==> config.mk <==
export PLATFORM = sky130hd
export DESIGN_NAME = decodeStage
export DESIGN_NICKNAME = d
export VERILOG_FILES = /design/src/hdl/cpuPkg.sv /design/src/hdl/decodeStage.sv
export SDC_FILE = /design/constraint.sdc
export NUM_CORES = 2
export LEC_CHECK = 0
export BUFFER_PORTS_ARGS = -buffer_cell sky130_fd_sc_hd__clkbuf_2
export CORE_UTILIZATION = 30
export CTS_BUF_LIST = sky130_fd_sc_hd__clkbuf_2
export DETAILED_ROUTE_END_ITERATION = 10
export MAX_ROUTING_LAYER = met4
export SYNTH_ARGS = -nofsm -noshare
export SYNTH_HDL_FRONTEND = slang
export SYNTH_SLANG_ARGS = --single-unit
==> constraint.sdc <==
create_clock -name clk -period 7.7 [get_ports clk]
set_input_delay 2.31 -clock clk [delete_from_list [all_inputs] [get_ports clk]]
set_output_delay 2.31 -clock clk [all_outputs]
set_load 0.01 [all_outputs]
==> src/hdl/cpuPkg.sv <==
package cpuPkg;

	localparam int dataWidth = 32;
	localparam int regCount = 32;
	localparam int regIdxWidth = 5;
	localparam int imemAddrWidth = 8;
	// Both memories are word addressed
	localparam int dmemAddrWidth = 8;

	typedef logic [dataWidth-1:0] wordT;
	typedef logic [regIdxWidth-1:0] regIdxT;
	typedef logic [imemAddrWidth-1:0] pcT;

	typedef enum logic [5:0] {
		opRType = 6'b000000,
		opLi = 6'b001001,
		opLw = 6'b100011,
		opSw = 6'b101011,
		opBne = 6'b000101,
		opXori = 6'b001110
	} opcodeT;

	typedef enum logic [5:0] {
		funcAdd = 6'b100000,
		funcSub = 6'b100010,
		funcSlt = 6'b101010
	} funcT;

	typedef enum logic [2:0] {
		aluAdd,
		aluSub,
		aluSlt,
		aluXor,
		aluPassImm
	} aluOpT;

	typedef struct packed {
		logic valid;
		pcT pc;
		wordT instr;
	} fetchPktT;

	typedef struct packed {
		logic valid;
		aluOpT aluOp;
		logic useImm;
		logic isLoad;
		logic isStore;
		logic isBranch;
		logic writes;
		regIdxT rs;
		regIdxT rt;
		regIdxT dest;
		wordT aVal;
		wordT bVal;
		wordT imm;
		pcT pc;
	} decodePktT;

	typedef struct packed {
		logic valid;
		logic isLoad;
		logic isStore;
		logic writes;
		regIdxT dest;
		wordT result;
		wordT storeData;
	} execPktT;

	// MEM/WB payload and retire port
	typedef struct packed {
		logic valid;
		regIdxT dest;
		wordT data;
	} retireT;

	typedef struct packed {
		logic valid;
		pcT target;
	} redirectT;

endpackage

==> src/hdl/decodeStage.sv <==
`timescale 1ns/1ps

module decodeStage import cpuPkg::*; (
	input logic clk,
	input logic rst,
	input fetchPktT fetched,
	input decodePktT inExec,
	input retireT writeback,
	output decodePktT decoded,
	output logic loadUseStall
);

	wordT regFile [regCount];
	opcodeT opcode;
	funcT func;
	regIdxT rs;
	regIdxT rt;
	regIdxT rd;
	logic usesRs;
	logic usesRt;

	assign opcode = opcodeT'(fetched.instr[31:26]);
	assign func = funcT'(fetched.instr[5:0]);
	assign rs = fetched.instr[25:21];
	assign rt = fetched.instr[20:16];
	assign rd = fetched.instr[15:11];

	always_ff @(posedge clk) begin
		if (rst) begin
			for (int i = 0; i < regCount; i++) begin
				regFile[i] <= '0;
			end
		end else if (writeback.valid) begin
			regFile[writeback.dest] <= writeback.data;
		end
	end

	// Write-first read, r0 hardwired to zero
	function automatic wordT readReg(regIdxT idx);
		if (idx == '0) begin
			return '0;
		end
		if (writeback.valid && writeback.dest == idx) begin
			return writeback.data;
		end
		return regFile[idx];
	endfunction

	always_comb begin
		decoded = '0;
		decoded.valid = fetched.valid;
		decoded.aluOp = aluAdd;
		decoded.rs = rs;
		decoded.rt = rt;
		decoded.dest = rt;
		decoded.aVal = readReg(rs);
		decoded.bVal = readReg(rt);
		decoded.imm = {{(dataWidth-16){fetched.instr[15]}}, fetched.instr[15:0]};
		decoded.pc = fetched.pc;
		usesRs = 1'b1;
		usesRt = 1'b0;
		case (opcode)
			opRType: begin
				decoded.dest = rd;
				decoded.writes = 1'b1;
				usesRt = 1'b1;
				case (func)
					funcAdd: decoded.aluOp = aluAdd;
					funcSub: decoded.aluOp = aluSub;
					funcSlt: decoded.aluOp = aluSlt;
					default: decoded.valid = 1'b0;
				endcase
			end
			opLi: begin
				decoded.aluOp = aluPassImm;
				decoded.useImm = 1'b1;
				decoded.writes = 1'b1;
				usesRs = 1'b0;
			end
			opXori: begin
				decoded.aluOp = aluXor;
				decoded.useImm = 1'b1;
				decoded.writes = 1'b1;
			end
			opLw: begin
				decoded.useImm = 1'b1;
				decoded.isLoad = 1'b1;
				decoded.writes = 1'b1;
			end
			opSw: begin
				decoded.useImm = 1'b1;
				decoded.isStore = 1'b1;
				usesRt = 1'b1;
			end
			opBne: begin
				decoded.isBranch = 1'b1;
				usesRt = 1'b1;
			end
			default: decoded.valid = 1'b0;
		endcase
		if (decoded.dest == '0) begin
			decoded.writes = 1'b0;
		end
	end

	// Load in execute feeding this instruction
	assign loadUseStall = fetched.valid && inExec.valid && inExec.isLoad && inExec.writes
		&& ((usesRs && inExec.dest == rs) || (usesRt && inExec.dest == rt));

endmodule

Word level (Yosys, flattened, before mapping)
Memory sizes are Yosys's and may differ from the RTL's. Cells that the tools add are included.

Eq/ne operators: 12. Muxes and demuxes: 35. Reductions and logical operators: 19.

Operator list (count): $mux 32 (9); $reduce_or 32->1 (1); $eq 6x6->1 const B (5); $mux 1 (21); $eq 5x5->1 (4); $logic_not 5->1 (3); $eq 6x4->1 const B (2); $mux 5 (2); $pmux 3 s3 (1); $logic_and 1x1->1 (8); $reduce_or 4->1 (2); $eq 6x3->1 const B (1); $logic_not 6->1 (1); $reduce_or 3->1 (2); $reduce_or 5->1 (1); $pmux 2 s2 (1); $pmux 1 s2 (1); $logic_or 1x1->1 (1).

Flip-flop bits (word level): 0. Bits in writable memories: 1024. Input bits: 209. Output and inout port bits: 129. Logic and storage cells: 67. Memories kept: 1.

Memories: regFile (depth 32, bits a word 32, rd ports 2, clocked after memory_dff 0, wr ports 32, line decodeStage.sv:13) `wordT regFile [regCount];`.

Depth between registers and ports, before layout
Depth in word-level cells: 6. Mapped depth: 11. Depth with buffers taken out: 5.

Least setup slack after synthesis
OpenSTA, ideal clock, no wires.

Kind: input to output. Start: input fetched[21] (netlist bit). End: output decoded[79] (netlist bit). Arrival time: 4120 ps. Required time: 5390 ps. Setup slack: 1270 ps. Stages: 6. Path buffers: 2. Cell sequence: buf_2 buf_1 mux4_2 a211oi_1 nand2_1 a32o_1.

RTL lines: start: declaration (line decodeStage.sv:6) `input fetchPktT fetched,`; end: declaration (line decodeStage.sv:9) `output decodePktT decoded,`.

==> impl_metrics.ini <==
[floorplan]
io_pins = 338
die_h_um = 435
fp-row-count = 158
die_w_um = 435
core_um2 = 186000
dieArea_um2 = 189000
start_util_pct = 30.3

[final_layout]
regMostFlops = regFile
reg_top3 = regFile: 1024 flops
largest_register_ff_count = 1024
syn2layout_area_growth_pct = 11.2
drive_gt1_share_pct = 31.1
layout_commonest_cell = and2_1
final_nets = 4341
final_core_util_pct = 33.7
final_cell_mix = and2_1, edfxtp_1, clkbuf_2

[placement]
numPortBuffers = 191
place_congestion = 0.877
dp_hpwl_mm = 128
post-place-ws_ps = 304

[global_route]
grt_pass1_vias = 38100
grt_max_degree = 86
antenna_found_initial = 38
grt_overflow = 0
grt_usage_pct = 23.2
grt_pass1_wl_mm = 300

[synth]
synth_area_um2 = 56200
synth-seq-cells = 1024
synth_top_family_by_area = multiplexers
ys_seq_area_share_pct = 54.7
syn_inst = 3936
synth_area_per_cell_um2 = 14.3
yosysWarnings = 0
synthDistinctLibCells = 58
synth_mux_area_share_pct = 21.7
synth-xor-area-share_pct = 0.343
yosys.area_share.adder_pct = 0
synth_compound_area_share_pct = 5.25
synth_nets = 4145
ys_async_sr_fraction_pct = 0
synth_edf_count = 1024
synthSimpleGateAreaFrac_pct = 13.9
ys.flop_type = edfxtp_1

[power_and_ir_drop]
p_sw_share_pct = 29.4
vdd_drop_max_v = 0.000157
p_leak_uw = 0.0221
p_int_uw = 8640
comb_power_share_pct = 14.7
seq_power_share_pct = 53.7
power_density_nw_per_um2 = 196
switchingPower_uw = 3600
clkPwrFrac_pct = 31.5

[routing]
viasPerCell = 5.74
drc = 0
drtIter0Drc = 6440
vias = 39000
ant_nets = 0
dr.pass1.iters = 6
routed_wl_mm = 219
wl_per_cell_um = 32.2

[clocking]
cts_resized = 0
htree_levels = 5
post_cts.repair.setup_buffers = 0
cts_tree = built
numCtsBuffers = 290
root_buffer = clkbuf_2
cts.sink_count = 1024
path_clk_slew_ps = 100
clockBufferDepth = 4
holdBufCountCts = 0

[setup_path]
slowest_delay_ps = 500
path_cells = buf_4, buf_4, or2_2, or3_1, buf_4, o21ai_0, a21oi_1, clkbuf_2
crit_fanout = 20
endpoint_kind = output pin
path_buf_inv = 4
crit_family = buffers and inverters
path_class = primary input to output pin
critical_path.most_common_cell = buf_4
arrival_ps = 5080
required_ps = 5390
slowest_stage = a21oi_1
setup.worst_path.start_class = primary input
crit_start = fetched[20]

[sta]
slew_violations = 0
worstMarginPinSlew_ps = 1310
hold_viol = 0
setup_viol = 0
timing.max_slew.rel_slack_pct = 12.1
finalSetupTns_ps = 0
fmax_mhz = 135
period_minus_slack_ps = 7390
finalCritPeriodShare_pct = 96.0
finalWorstSetupSlack_ps = 310
rsz0062_at_grt = no

[outcome]
status = finished clean

[run]
maxCapViolCount = 0

[worst_hold_path]
hold_path_class = primary input to flop
min-delay-start = writeback[16]
==> synth_stat cells (59+ instances only) <==
library cell	count	area [um2]
o21ai_0	65	325
nand2_1	62	233
buf_2	71	355
edfxtp_1	1024	30700
clkbuf_1	296	1110
o22ai_1	75	469
buf_4	72	541
nor2_1	60	225
mux4_2	409	9210
mux2i_1	244	2440
a22oi_1	59	443
and2_1	1028	6430
==> per-layer routing <==
layer	share of wire [%]	vias to the layer above	wire length (um)	GRT usage (%)
li1	-	15600	-	-
met1	38	20000	83100	29.5
met2	46	2900	101000	35.0
met3	11	570	24500	4.79
met4	4.9	0	10600	11.9
met5	0	-	0	-
==> worst paths after layout <==
path | end | cells past startpoint
max | decoded[60] | 8
min | regFile[24][16]$_SDFFCE_PN0P_ | 2
==> stage by stage <==
stage / hold slack [ps] / std cells / cell area, um2 / power [uW]
2_1_floorplan: 2510 / 3936 / 56200 / 7720
3_3_place_gp: 2780 / 6320 / 60100 / 8450
3_5_place_dp: 2800 / 6320 / 60100 / 8480
4_1_cts: 924 / 6778 / 62400 / 12300
5_1_grt: 1070 / 6793 / 62500 / 12600
6_report: 1140 / 6799 / 62500 / 12200
==> cell type report <==
cell class / count / area (um2)
diodes: 21 / 52.6
clock buffers: 413 / 2070
clock inverters: 45 / 250
fillers: 18100 / 123000
inverters: 3 / 11.3
multi-input cells: 2440 / 23500
flip-flops and latches: 1024 / 30700
well taps: 2480 / 3100
repair buffers: 373 / 2790
==> cell families (layout without fill, tap and decap cells) <==
group                  count (synthesis)  after routing
other                                  0             21
multiplexers                         703            703
AO/OA/AOI/OAI                        423            423
AND/OR/NAND/NOR                     1292           1292
buffers and inverters                472            834
flip-flops                          1024           1024
XOR/XNOR                              22             22
==> power by group through the flow <==
stage	sequential, uW	clock, uW	combinational (uW)
final	6570	3860	1800
after global routing	6610	4150	1860
after CTS	6570	3900	1790
after detailed placement	6690	0	1780
after global placement	6670	0	1780
after floorplan	6630	0	1080
No activity file was read; power rests on OpenSTA's default activity.
