===== src/hdl/cpuPkg.sv =====
package cpuPkg;

	localparam int dataWidth = 32;
	localparam int regCount = 32;
	localparam int regIdxWidth = 5;
	localparam int imemAddrWidth = 8;
	// Both memories are word addressed
	localparam int dmemAddrWidth = 8;

	typedef logic [dataWidth-1:0] wordT;
	typedef logic [regIdxWidth-1:0] regIdxT;
	typedef logic [imemAddrWidth-1:0] pcT;

	typedef enum logic [5:0] {
		opRType = 6'b000000,
		opLi = 6'b001001,
		opLw = 6'b100011,
		opSw = 6'b101011,
		opBne = 6'b000101,
		opXori = 6'b001110
	} opcodeT;

	typedef enum logic [5:0] {
		funcAdd = 6'b100000,
		funcSub = 6'b100010,
		funcSlt = 6'b101010
	} funcT;

	typedef enum logic [2:0] {
		aluAdd,
		aluSub,
		aluSlt,
		aluXor,
		aluPassImm
	} aluOpT;

	typedef struct packed {
		logic valid;
		pcT pc;
		wordT instr;
	} fetchPktT;

	typedef struct packed {
		logic valid;
		aluOpT aluOp;
		logic useImm;
		logic isLoad;
		logic isStore;
		logic isBranch;
		logic writes;
		regIdxT rs;
		regIdxT rt;
		regIdxT dest;
		wordT aVal;
		wordT bVal;
		wordT imm;
		pcT pc;
	} decodePktT;

	typedef struct packed {
		logic valid;
		logic isLoad;
		logic isStore;
		logic writes;
		regIdxT dest;
		wordT result;
		wordT storeData;
	} execPktT;

	// MEM/WB payload and retire port
	typedef struct packed {
		logic valid;
		regIdxT dest;
		wordT data;
	} retireT;

	typedef struct packed {
		logic valid;
		pcT target;
	} redirectT;

endpackage


===== src/hdl/executeStage.sv =====
`timescale 1ns/1ps

module executeStage import cpuPkg::*; (
	input decodePktT decoded,
	input execPktT inMem,
	input retireT writeback,
	output execPktT executed,
	output redirectT redirect
);

	wordT opA;
	wordT opB;
	wordT aluB;
	wordT aluResult;
	wordT target;

	// Younger result first; loads in EX/MEM are covered by the stall
	function automatic wordT forwardOperand(regIdxT idx, wordT regVal);
		if (inMem.valid && inMem.writes && !inMem.isLoad && inMem.dest == idx) begin
			return inMem.result;
		end
		if (writeback.valid && writeback.dest == idx) begin
			return writeback.data;
		end
		return regVal;
	endfunction

	assign opA = forwardOperand(decoded.rs, decoded.aVal);
	assign opB = forwardOperand(decoded.rt, decoded.bVal);
	assign aluB = decoded.useImm ? decoded.imm : opB;

	always_comb begin
		case (decoded.aluOp)
			aluAdd: aluResult = opA + aluB;
			aluSub: aluResult = opA - aluB;
			aluSlt: aluResult = wordT'($signed(opA) < $signed(aluB));
			aluXor: aluResult = opA ^ aluB;
			aluPassImm: aluResult = aluB;
			default: aluResult = '0;
		endcase
	end

	assign executed.valid = decoded.valid;
	assign executed.isLoad = decoded.isLoad;
	assign executed.isStore = decoded.isStore;
	assign executed.writes = decoded.writes;
	assign executed.dest = decoded.dest;
	assign executed.result = aluResult;
	assign executed.storeData = opB;

	// Branch target relative to the following word
	assign target = wordT'(decoded.pc) + wordT'(1) + decoded.imm;
	assign redirect.valid = decoded.valid && decoded.isBranch && (opA != opB);
	assign redirect.target = target[imemAddrWidth-1:0];

endmodule


===== config.mk =====
export PLATFORM = sky130hd
export DESIGN_NAME = executeStage
export DESIGN_NICKNAME = d
export VERILOG_FILES = /design/src/hdl/cpuPkg.sv /design/src/hdl/executeStage.sv
export SDC_FILE = /design/constraint.sdc
export NUM_CORES = 1
export LEC_CHECK = 0
export ABC_AREA = 1
export BUFFER_PORTS_ARGS = -buffer_cell sky130_fd_sc_hd__buf_2
export CAP_MARGIN = 20
export CORE_ASPECT_RATIO = 0.9
export CORE_MARGIN = 8
export CORE_UTILIZATION = 49
export DETAILED_ROUTE_END_ITERATION = 6
export GPL_TIMING_DRIVEN = 0
export PLACE_DENSITY_LB_ADDON = 0.2
export SYNTH_ARGS = -nofsm -noshare
export SYNTH_HDL_FRONTEND = slang
export SYNTH_SLANG_ARGS = --single-unit

===== constraint.sdc =====
create_clock -name vclk -period 5.6
set_input_delay 1.4 -clock vclk [all_inputs]
set_output_delay 1.4 -clock vclk [all_outputs]
set_load 0.005 [all_outputs]

==> impl_metrics.yaml, run 1 <==
status:
  status: "stopped before the end"
  stop_stage: "global routing (5_1_grt)"
  tool.error: "[ERROR GRT-0232] Routing congestion too high. Check the congestion heatmap in the GUI."
grt:
  grt-ovfl-total: 27
  grt_start_max_net_pins: 11
  track_usage_pct: 74.1
  antenna_found_initial: 17
placed_design:
  gp_congestion: 1.08
  dp_slack_ps: -1330
  hpwlAfterDp_mm: 40.9
  port_buffers: 279
floorplanning:
  ios: 321
  die_x_um: 162
  initial_core_util_pct: 49.4
  rows: 48
  die_h_um: 147
synthesis:
  synthSimpleGateAreaFrac_pct: 50.4
  synth.distinct_cells: 49
  synth_compound_area_share_pct: 20.1
  synth.yosys.seq_area_share_pct: 0
  ys_warn_count: 0
  synth_top_family_by_area: "simple AND/OR/NAND/NOR gates"
  synthMuxAreaShare_pct: 0
  synth_fa_ha_area_share_pct: 9.99
  syn_nets: 2212
  syn_area_per_cell_um2: 4.93
  synthXorXnorAreaFrac_pct: 1.68
  netlist_area_mm2: 0.00937
  syn_inst: 1900
timing:
  endpoint_type: "output port"
  repair-timing-grt-worst-ep: "executed[58]"
clocking:
  hold_buffers: 0
==> cell usage after synthesis, types with 2 or more instances <==
library cell  instances  area [µm²]
o221ai_1              3        26.3
buf_4                14         105
or2_1                 4        25.0
xnor2_1               3        26.3
nand3b_1              4        30.0
ha_1                 70         876
a21oi_2               7        61.3
nand2_1             654        2450
inv_2                12        45.0
o211ai_1              6        45.0
nand3_2               3        30.0
o21ai_2               7        61.3
o21a_1                8        60.1
nor2_4                6        67.6
fa_1                  3        60.1
inv_1               279        1050
a21oi_4               2        32.5
o21ai_0              88         440
o22ai_1               9        56.3
nor2_2                2        12.5
or2_0                 3        18.8
clkbuf_1             26        97.6
buf_1                 2        7.51
nor2_1              158         593
a21oi_1             123         616
buf_2                43         215
nor3_1                9        45.0
a21boi_0              2        15.0
nand3_4               3        52.6
nand2_2              16         100
a21o_1                7        52.6
o2111ai_1            11        96.3
a31oi_1              10        62.6
o21ai_1              35         175
o21bai_1              5        37.5
a211oi_1              2        15.0
buf_6                12         135
nand3_1             111         556
or2_2                30         188
nand4_1              81         507
nor4_1                5        31.3
xor2_1               15         131
==> through the flow <==
step	instance area, µm²	util [%]	std cells
3_3_place_gp	11100	58.5	2429
4_1_cts	13600	71.5	2546
3_5_place_dp	11100	58.5	2429
2_1_floorplan	9380	-	1900
==> what timing repair did <==
action / in CTS
gates cloned: 5
buffers inserted: 134
resized for setup: 396
setup endpoints to repair: 30
pin swaps: 106
==> cells by family after synthesis <==
family / after synthesis
simple gates: 1090
buf+inv: 391
fa+ha+maj: 73
xor+xnor: 18
compound gates: 328
==> layer usage <==
layer | overflow | global-route usage [%]
met5 | 0 | 50.5
met4 | 7 | 63.3
met3 | 0 | 67.6
met2 | 18 | 86.1
met1 | 2 | 74.1
==> run 2, diff against run 1 <==
--- a/config.mk
+++ b/config.mk
@@ -8,12 +8,11 @@
 export ABC_AREA = 1
 export BUFFER_PORTS_ARGS = -buffer_cell sky130_fd_sc_hd__buf_2
 export CAP_MARGIN = 20
-export CORE_ASPECT_RATIO = 0.9
 export CORE_MARGIN = 8
-export CORE_UTILIZATION = 49
+export CORE_UTILIZATION = 40
 export DETAILED_ROUTE_END_ITERATION = 6
 export GPL_TIMING_DRIVEN = 0
-export PLACE_DENSITY_LB_ADDON = 0.2
+export PLACE_DENSITY_LB_ADDON = 0.15
 export SYNTH_ARGS = -nofsm -noshare
 export SYNTH_HDL_FRONTEND = slang
 export SYNTH_SLANG_ARGS = --single-unit
==> constraint.sdc (replaced) <==
create_clock -name vclk -period 7.3
set_input_delay 1.825 -clock vclk [all_inputs]
set_output_delay 1.825 -clock vclk [all_outputs]
set_load 0.005 [all_outputs]
==> run 2 against run 1 <==
Against the previous run:
- the flow now finishes, with violations (design-rule violations)
- synthesized cell count unchanged
- area after synthesis is the same
==> impl_metrics.yaml, run 2 <==
grt:
  first_global_vias: 13200
  antenna_found_initial: 1
  grt-ovfl-total: 0
  track_usage_pct: 33.6
  grt_pass1_wl_mm: 75.3
  grt_start_max_net_pins: 11
placed_design:
  gp_congestion: 0.999
  dpl_cell_area_mm2: 0.0112
  hpwlAfterDp_mm: 42.6
  dp_slack_ps: -757
  placed_cells: 2498
  port_buffers: 279
critical_path:
  crit_arrival_ps: 5390
  cp-start-kind: "input pin"
  crit_fanout: 9
  crit_path_end_kind: "output port"
  worstPathRequired_ps: 5480
  critPathKind: "in -> out"
timing:
  worst_slack_ps: 83.1
  fmax_mhz: 139
  worst_pin_slew_ps: 955
  timing.final.crit_share_pct: 98.9
  setup-violations-final: 0
  timing.final.crit_period_ps: 7220
  maxSlewHeadroom_pct: 36.3
  finalMaxSlewViolations: 0
  whs_ps: 3820
  rsz0062_at_grt: "true"
  finalHoldViolations: 0
  fin_tns_setup_ps: 0
synthesis:
  syn_inst: 1900
  netlist.area_leader.share_pct: 26.2
  syn_nets: 2212
  synth.cells.most_frequent: "nand2_1 (654), inv_1 (279), nor2_1 (158), a21oi_1 (123), nand3_1 (111)"
  netlist_area_mm2: 0.00937
  synth_area_leaders: "nand2_1 (26%), inv_1 (11%), ha_1 (9.3%), a21oi_1 (6.6%), nor2_1 (6.3%)"
  synth.distinct_cells: 49
  syn_area_per_cell_um2: 4.93
  synth.yosys.seq_area_share_pct: 0
  synth_top_area_cell: "nand2_1"
  ys_warn_count: 0
  synth.most_common_cell: "nand2_1"
route:
  drcViolationCount: 1
  drt_wl_total_mm: 51.2
  ant_nets: 0
  first_iter_violations: 1507
  drt_pass1_iterations: 7
  routedWlPerCell_um: 20.3
  vias: 14000
  vias_per_cell: 5.54
floorplanning:
  die_x_um: 169
  ios: 321
  dieArea_mm2: 0.0286
  coreArea_mm2: 0.0233
  rows: 56
  die_h_um: 169
  initial_core_util_pct: 40.3
finish:
  finish.utilization_pct: 52.0
  n_sequential_cell: 0
  n_fill_cell: 2720
  layout_commonest_cell: "nand2_1"
  fin_area_mm2: 0.0121
  stdcell_count: 2528
  area_growth_pct: 29.2
  fin_nets: 2522
  mostFrequentLayoutCells: "nand2_1 (635), buf_2 (305), inv_1 (273)"
  drive_above_1_share_pct: 26.7
  clock_buffers: 0
  regArea_um2: 0
pwr:
  leakage_nw: 6.90
  power_density_mw_per_mm2: 90.3
  ir_worst_vdd_v: 0.0000301
  finalPower_mw: 1.09
clocking:
  hold_buffers: 0
run:
  maxCapViolCount: 0
min_path:
  hold_path.class: "in -> out"
status:
  failed_checks: "design-rule violations"
  status: "finished, violations left"
[run 2: cell counts after synthesis]
No cell type changed its count.
[run 2: worst paths after layout]
path     startpoint      endpoint  slack [ps]  depth (start not counted)
min    decoded[104]  executed[64]        3820                          2
max   writeback[36]  executed[61]          80                         25
[run 2: cell type report]
class	count	area (µm²)	area share (%)
plain buffers	89	627	5.18
diodes	1	2.50	0.0207
repair buffers	316	1700	14.0
multi-input cells	1510	8270	68.3
well taps	319	399	3.30
inverters	293	1110	9.15
[run 2: cell families (layout without fill, tap and decap cells)]
group | Yosys count | in the layout | synth area share [%]
xor+xnor | 18 | 18 | 1.68
other cells | 0 | 1 | 0
simple gates | 1090 | 1091 | 50.4
buf+inv | 391 | 698 | 17.8
compound gates | 328 | 328 | 20.1
fa+ha+maj | 73 | 73 | 9.99
[run 2: power breakdown]
part           internal, mW    total (mW)  switching [mW]
Sequential                0             0               0
Clock          0.0000000183  0.0000000183               0
Combinational         0.389          1.09           0.704
Total                 0.389          1.09           0.704
[run 2: timing repair]
item / in CTS / in global routing
gates resized for setup: 61 / 137
buffers inserted: 2 / 35
cloned: 0 / 1
pin swaps: 4 / 37
endpoints found under the setup margin: 24 / 23
[run 2: critical path, cell delays in order]
cell and delay, ps:
buf_2 100, inv_1 50, nand2_1 50, nand2_1 80
nor2_4 190, buf_4 150, nand3_4 120, buf_8 180
nand2_1 60, nand2_1 150, a21oi_4 260, o21ai_2 90
inv_2 90, ha_1 230, buf_2 180, a21oi_1 250
o21ai_0 220, a21oi_2 240, nor2_1 90, a211oi_1 270
nand2_1 90, nand2_1 60, nand3_1 70, nand3b_1 140
buf_2 120
[run 2: layer usage]
metal,routed length (µm),global-route usage (%)
met3,5210,5.12
met4,1980,11.0
met1,20200,42.0
met2,23800,58.1
met5,0,0
Note: power is estimated with default switching activity, not from simulation.
==> run 3, diff against run 2 <==
--- a/config.mk
+++ b/config.mk
@@ -7,12 +7,11 @@
 export LEC_CHECK = 0
 export ABC_AREA = 1
 export BUFFER_PORTS_ARGS = -buffer_cell sky130_fd_sc_hd__buf_2
-export CAP_MARGIN = 20
 export CORE_MARGIN = 8
 export CORE_UTILIZATION = 40
 export DETAILED_ROUTE_END_ITERATION = 6
 export GPL_TIMING_DRIVEN = 0
-export PLACE_DENSITY_LB_ADDON = 0.15
+export PLACE_DENSITY = 0.65
 export SYNTH_ARGS = -nofsm -noshare
 export SYNTH_HDL_FRONTEND = slang
 export SYNTH_SLANG_ARGS = --single-unit
==> run 3 against run 2 <==
Against the previous run:
- the flow now finishes without violations
- cell count increased by 0.28%
- non-clock buffer count is 6 higher
- first-iteration DRC count is 10% lower
- routed wire length is 0.52% lower
- via count grew 0.91%
- critical path depth stayed put
- cell area barely moved
- worst hold slack gained 0.75 ps
- highest routed layer is now met5
- count of clock-buffer cells in the layout is the same
- sequential cell count unchanged
- maximum frequency increased by 0.25%
- global-route usage decreased by 0.33 points
==> impl_metrics.yaml, run 3 (synthesized netlist as in run 2, its figures left out) <==
critical_path:
  worstPathRequired_ps: 5480
  critPathKind: "in -> out"
  crit_path_end_kind: "output port"
  crit_arrival_ps: 5370
  crit_fanout: 10
  cp-start-kind: "input pin"
min_path:
  hold_path.class: "in -> out"
  hold_depth: 2
timing:
  timing.final.crit_period_ps: 7200
  timing.final.crit_share_pct: 98.6
  worst_pin_slew_ps: 827
  worst_slack_ps: 101
  setup-violations-final: 0
  fmax_mhz: 139
  fin_tns_setup_ps: 0
  maxSlewHeadroom_pct: 44.6
  finalMaxSlewViolations: 0
  finalHoldViolations: 0
  rsz0062_at_grt: "true"
floorplanning:
  coreArea_mm2: 0.0233
  die_x_um: 169
  die_h_um: 169
  rows: 56
  ios: 321
  dieArea_mm2: 0.0286
  initial_core_util_pct: 40.3
finish:
  clock_buffers: 0
  n_sequential_cell: 0
  fin_nets: 2528
  mostFrequentLayoutCells: "nand2_1 (634), buf_2 (307), inv_1 (277)"
  layout_commonest_cell: "nand2_1"
  drive_above_1_share_pct: 26.6
  area_growth_pct: 29.3
  n_fill_cell: 2663
  regArea_um2: 0
route:
  vias: 14100
  drt_pass1_iterations: 6
  routedWlPerCell_um: 20.1
  drcViolationCount: 0
  first_iter_violations: 1353
  vias_per_cell: 5.57
  ant_nets: 0
  drt_wl_total_mm: 51.0
placed_design:
  dp_slack_ps: -570
  port_buffers: 279
  hpwlAfterDp_mm: 42.6
  gp_congestion: 1.03
clocking:
  hold_buffers: 0
pwr:
  ir_worst_vdd_v: 0.0000401
  power_density_mw_per_mm2: 90.2
  leakage_nw: 6.93
  finalPower_mw: 1.09
grt:
  antenna_found_initial: 3
  first_global_vias: 13300
  grt_start_max_net_pins: 20
  grt-ovfl-total: 0
  grt_pass1_wl_mm: 74.3
  track_usage_pct: 33.3
status:
  status: "complete, no violations"
run:
  maxCapViolCount: 0
[run 3: cell types whose count changed in the layout (fill, tap and decap cells not counted), moves of 5 or more]
cell	delta
nor2_1	+8
nor2_2	-8
o21ai_0	+6
a21oi_4	-5
buf_4	+9
[run 3: routing by layer]
metal,vias to the layer above,global-route usage [%],wire length [µm]
met4,4,14.0,2640
met3,163,5.38,5020
met2,884,55.9,22900
li1,6733,-,-
met5,-,0,22
met1,6348,41.6,20300
[run 3: through the flow]
stage	area (µm²)	cells	utilization (%)	hold WS, ps
detailed placement	11200	2498	48.0	3820
global route	12100	2534	52.0	3820
floorplan	9370	1900	-	3730
global placement	11200	2498	48.0	3820
CTS	11300	2501	48.7	3820
finish	12100	2535	52.0	3820
[run 3: report_power, final]
part	switching, mW	total (mW)	internal [mW]
Sequential	0	0	0
Clock	0	0.0000000368	0.0000000368
Combinational	0.703	1.09	0.389
[run 3: final cells by class]
type / instances / area, µm² / share of cell area, %
plain buffers: 88 / 604 / 4.99
inverters: 293 / 1110 / 9.15
repair buffers: 323 / 1740 / 14.4
multi-input cells: 1510 / 8250 / 68.1
well taps: 319 / 399 / 3.30
diodes: 2 / 5.00 / 0.0413
[run 3: worst paths after layout]
check / startpoint / to
max: writeback[35] / executed[32]
min: decoded[107] / executed[67]
[run 3: worst max-delay path, cell delays in order]
cell and delay, ps:
buf_2 110, inv_2 40, nand2_1 40, nand2_1 80
nor2_4 190, buf_4 160, buf_4 180, nand4_1 130
nand3_1 100, nand2_2 150, o21ai_4 240, inv_1 70
ha_1 270, clkbuf_4 190, inv_1 90, a21oi_2 160
o21ai_1 150, a21oi_2 210, nand3_2 160, nand2_2 100
nand3_1 110, o21ai_4 260, nand3_2 110, nand3_1 90
buf_2 120
[run 3: what timing repair did]
item                                    CTS  global route
setup buffers                             6            37
pin swaps                                 5            30
gates cloned                              0             2
endpoints found under the setup margin   24            24
gates resized for setup                  45           135
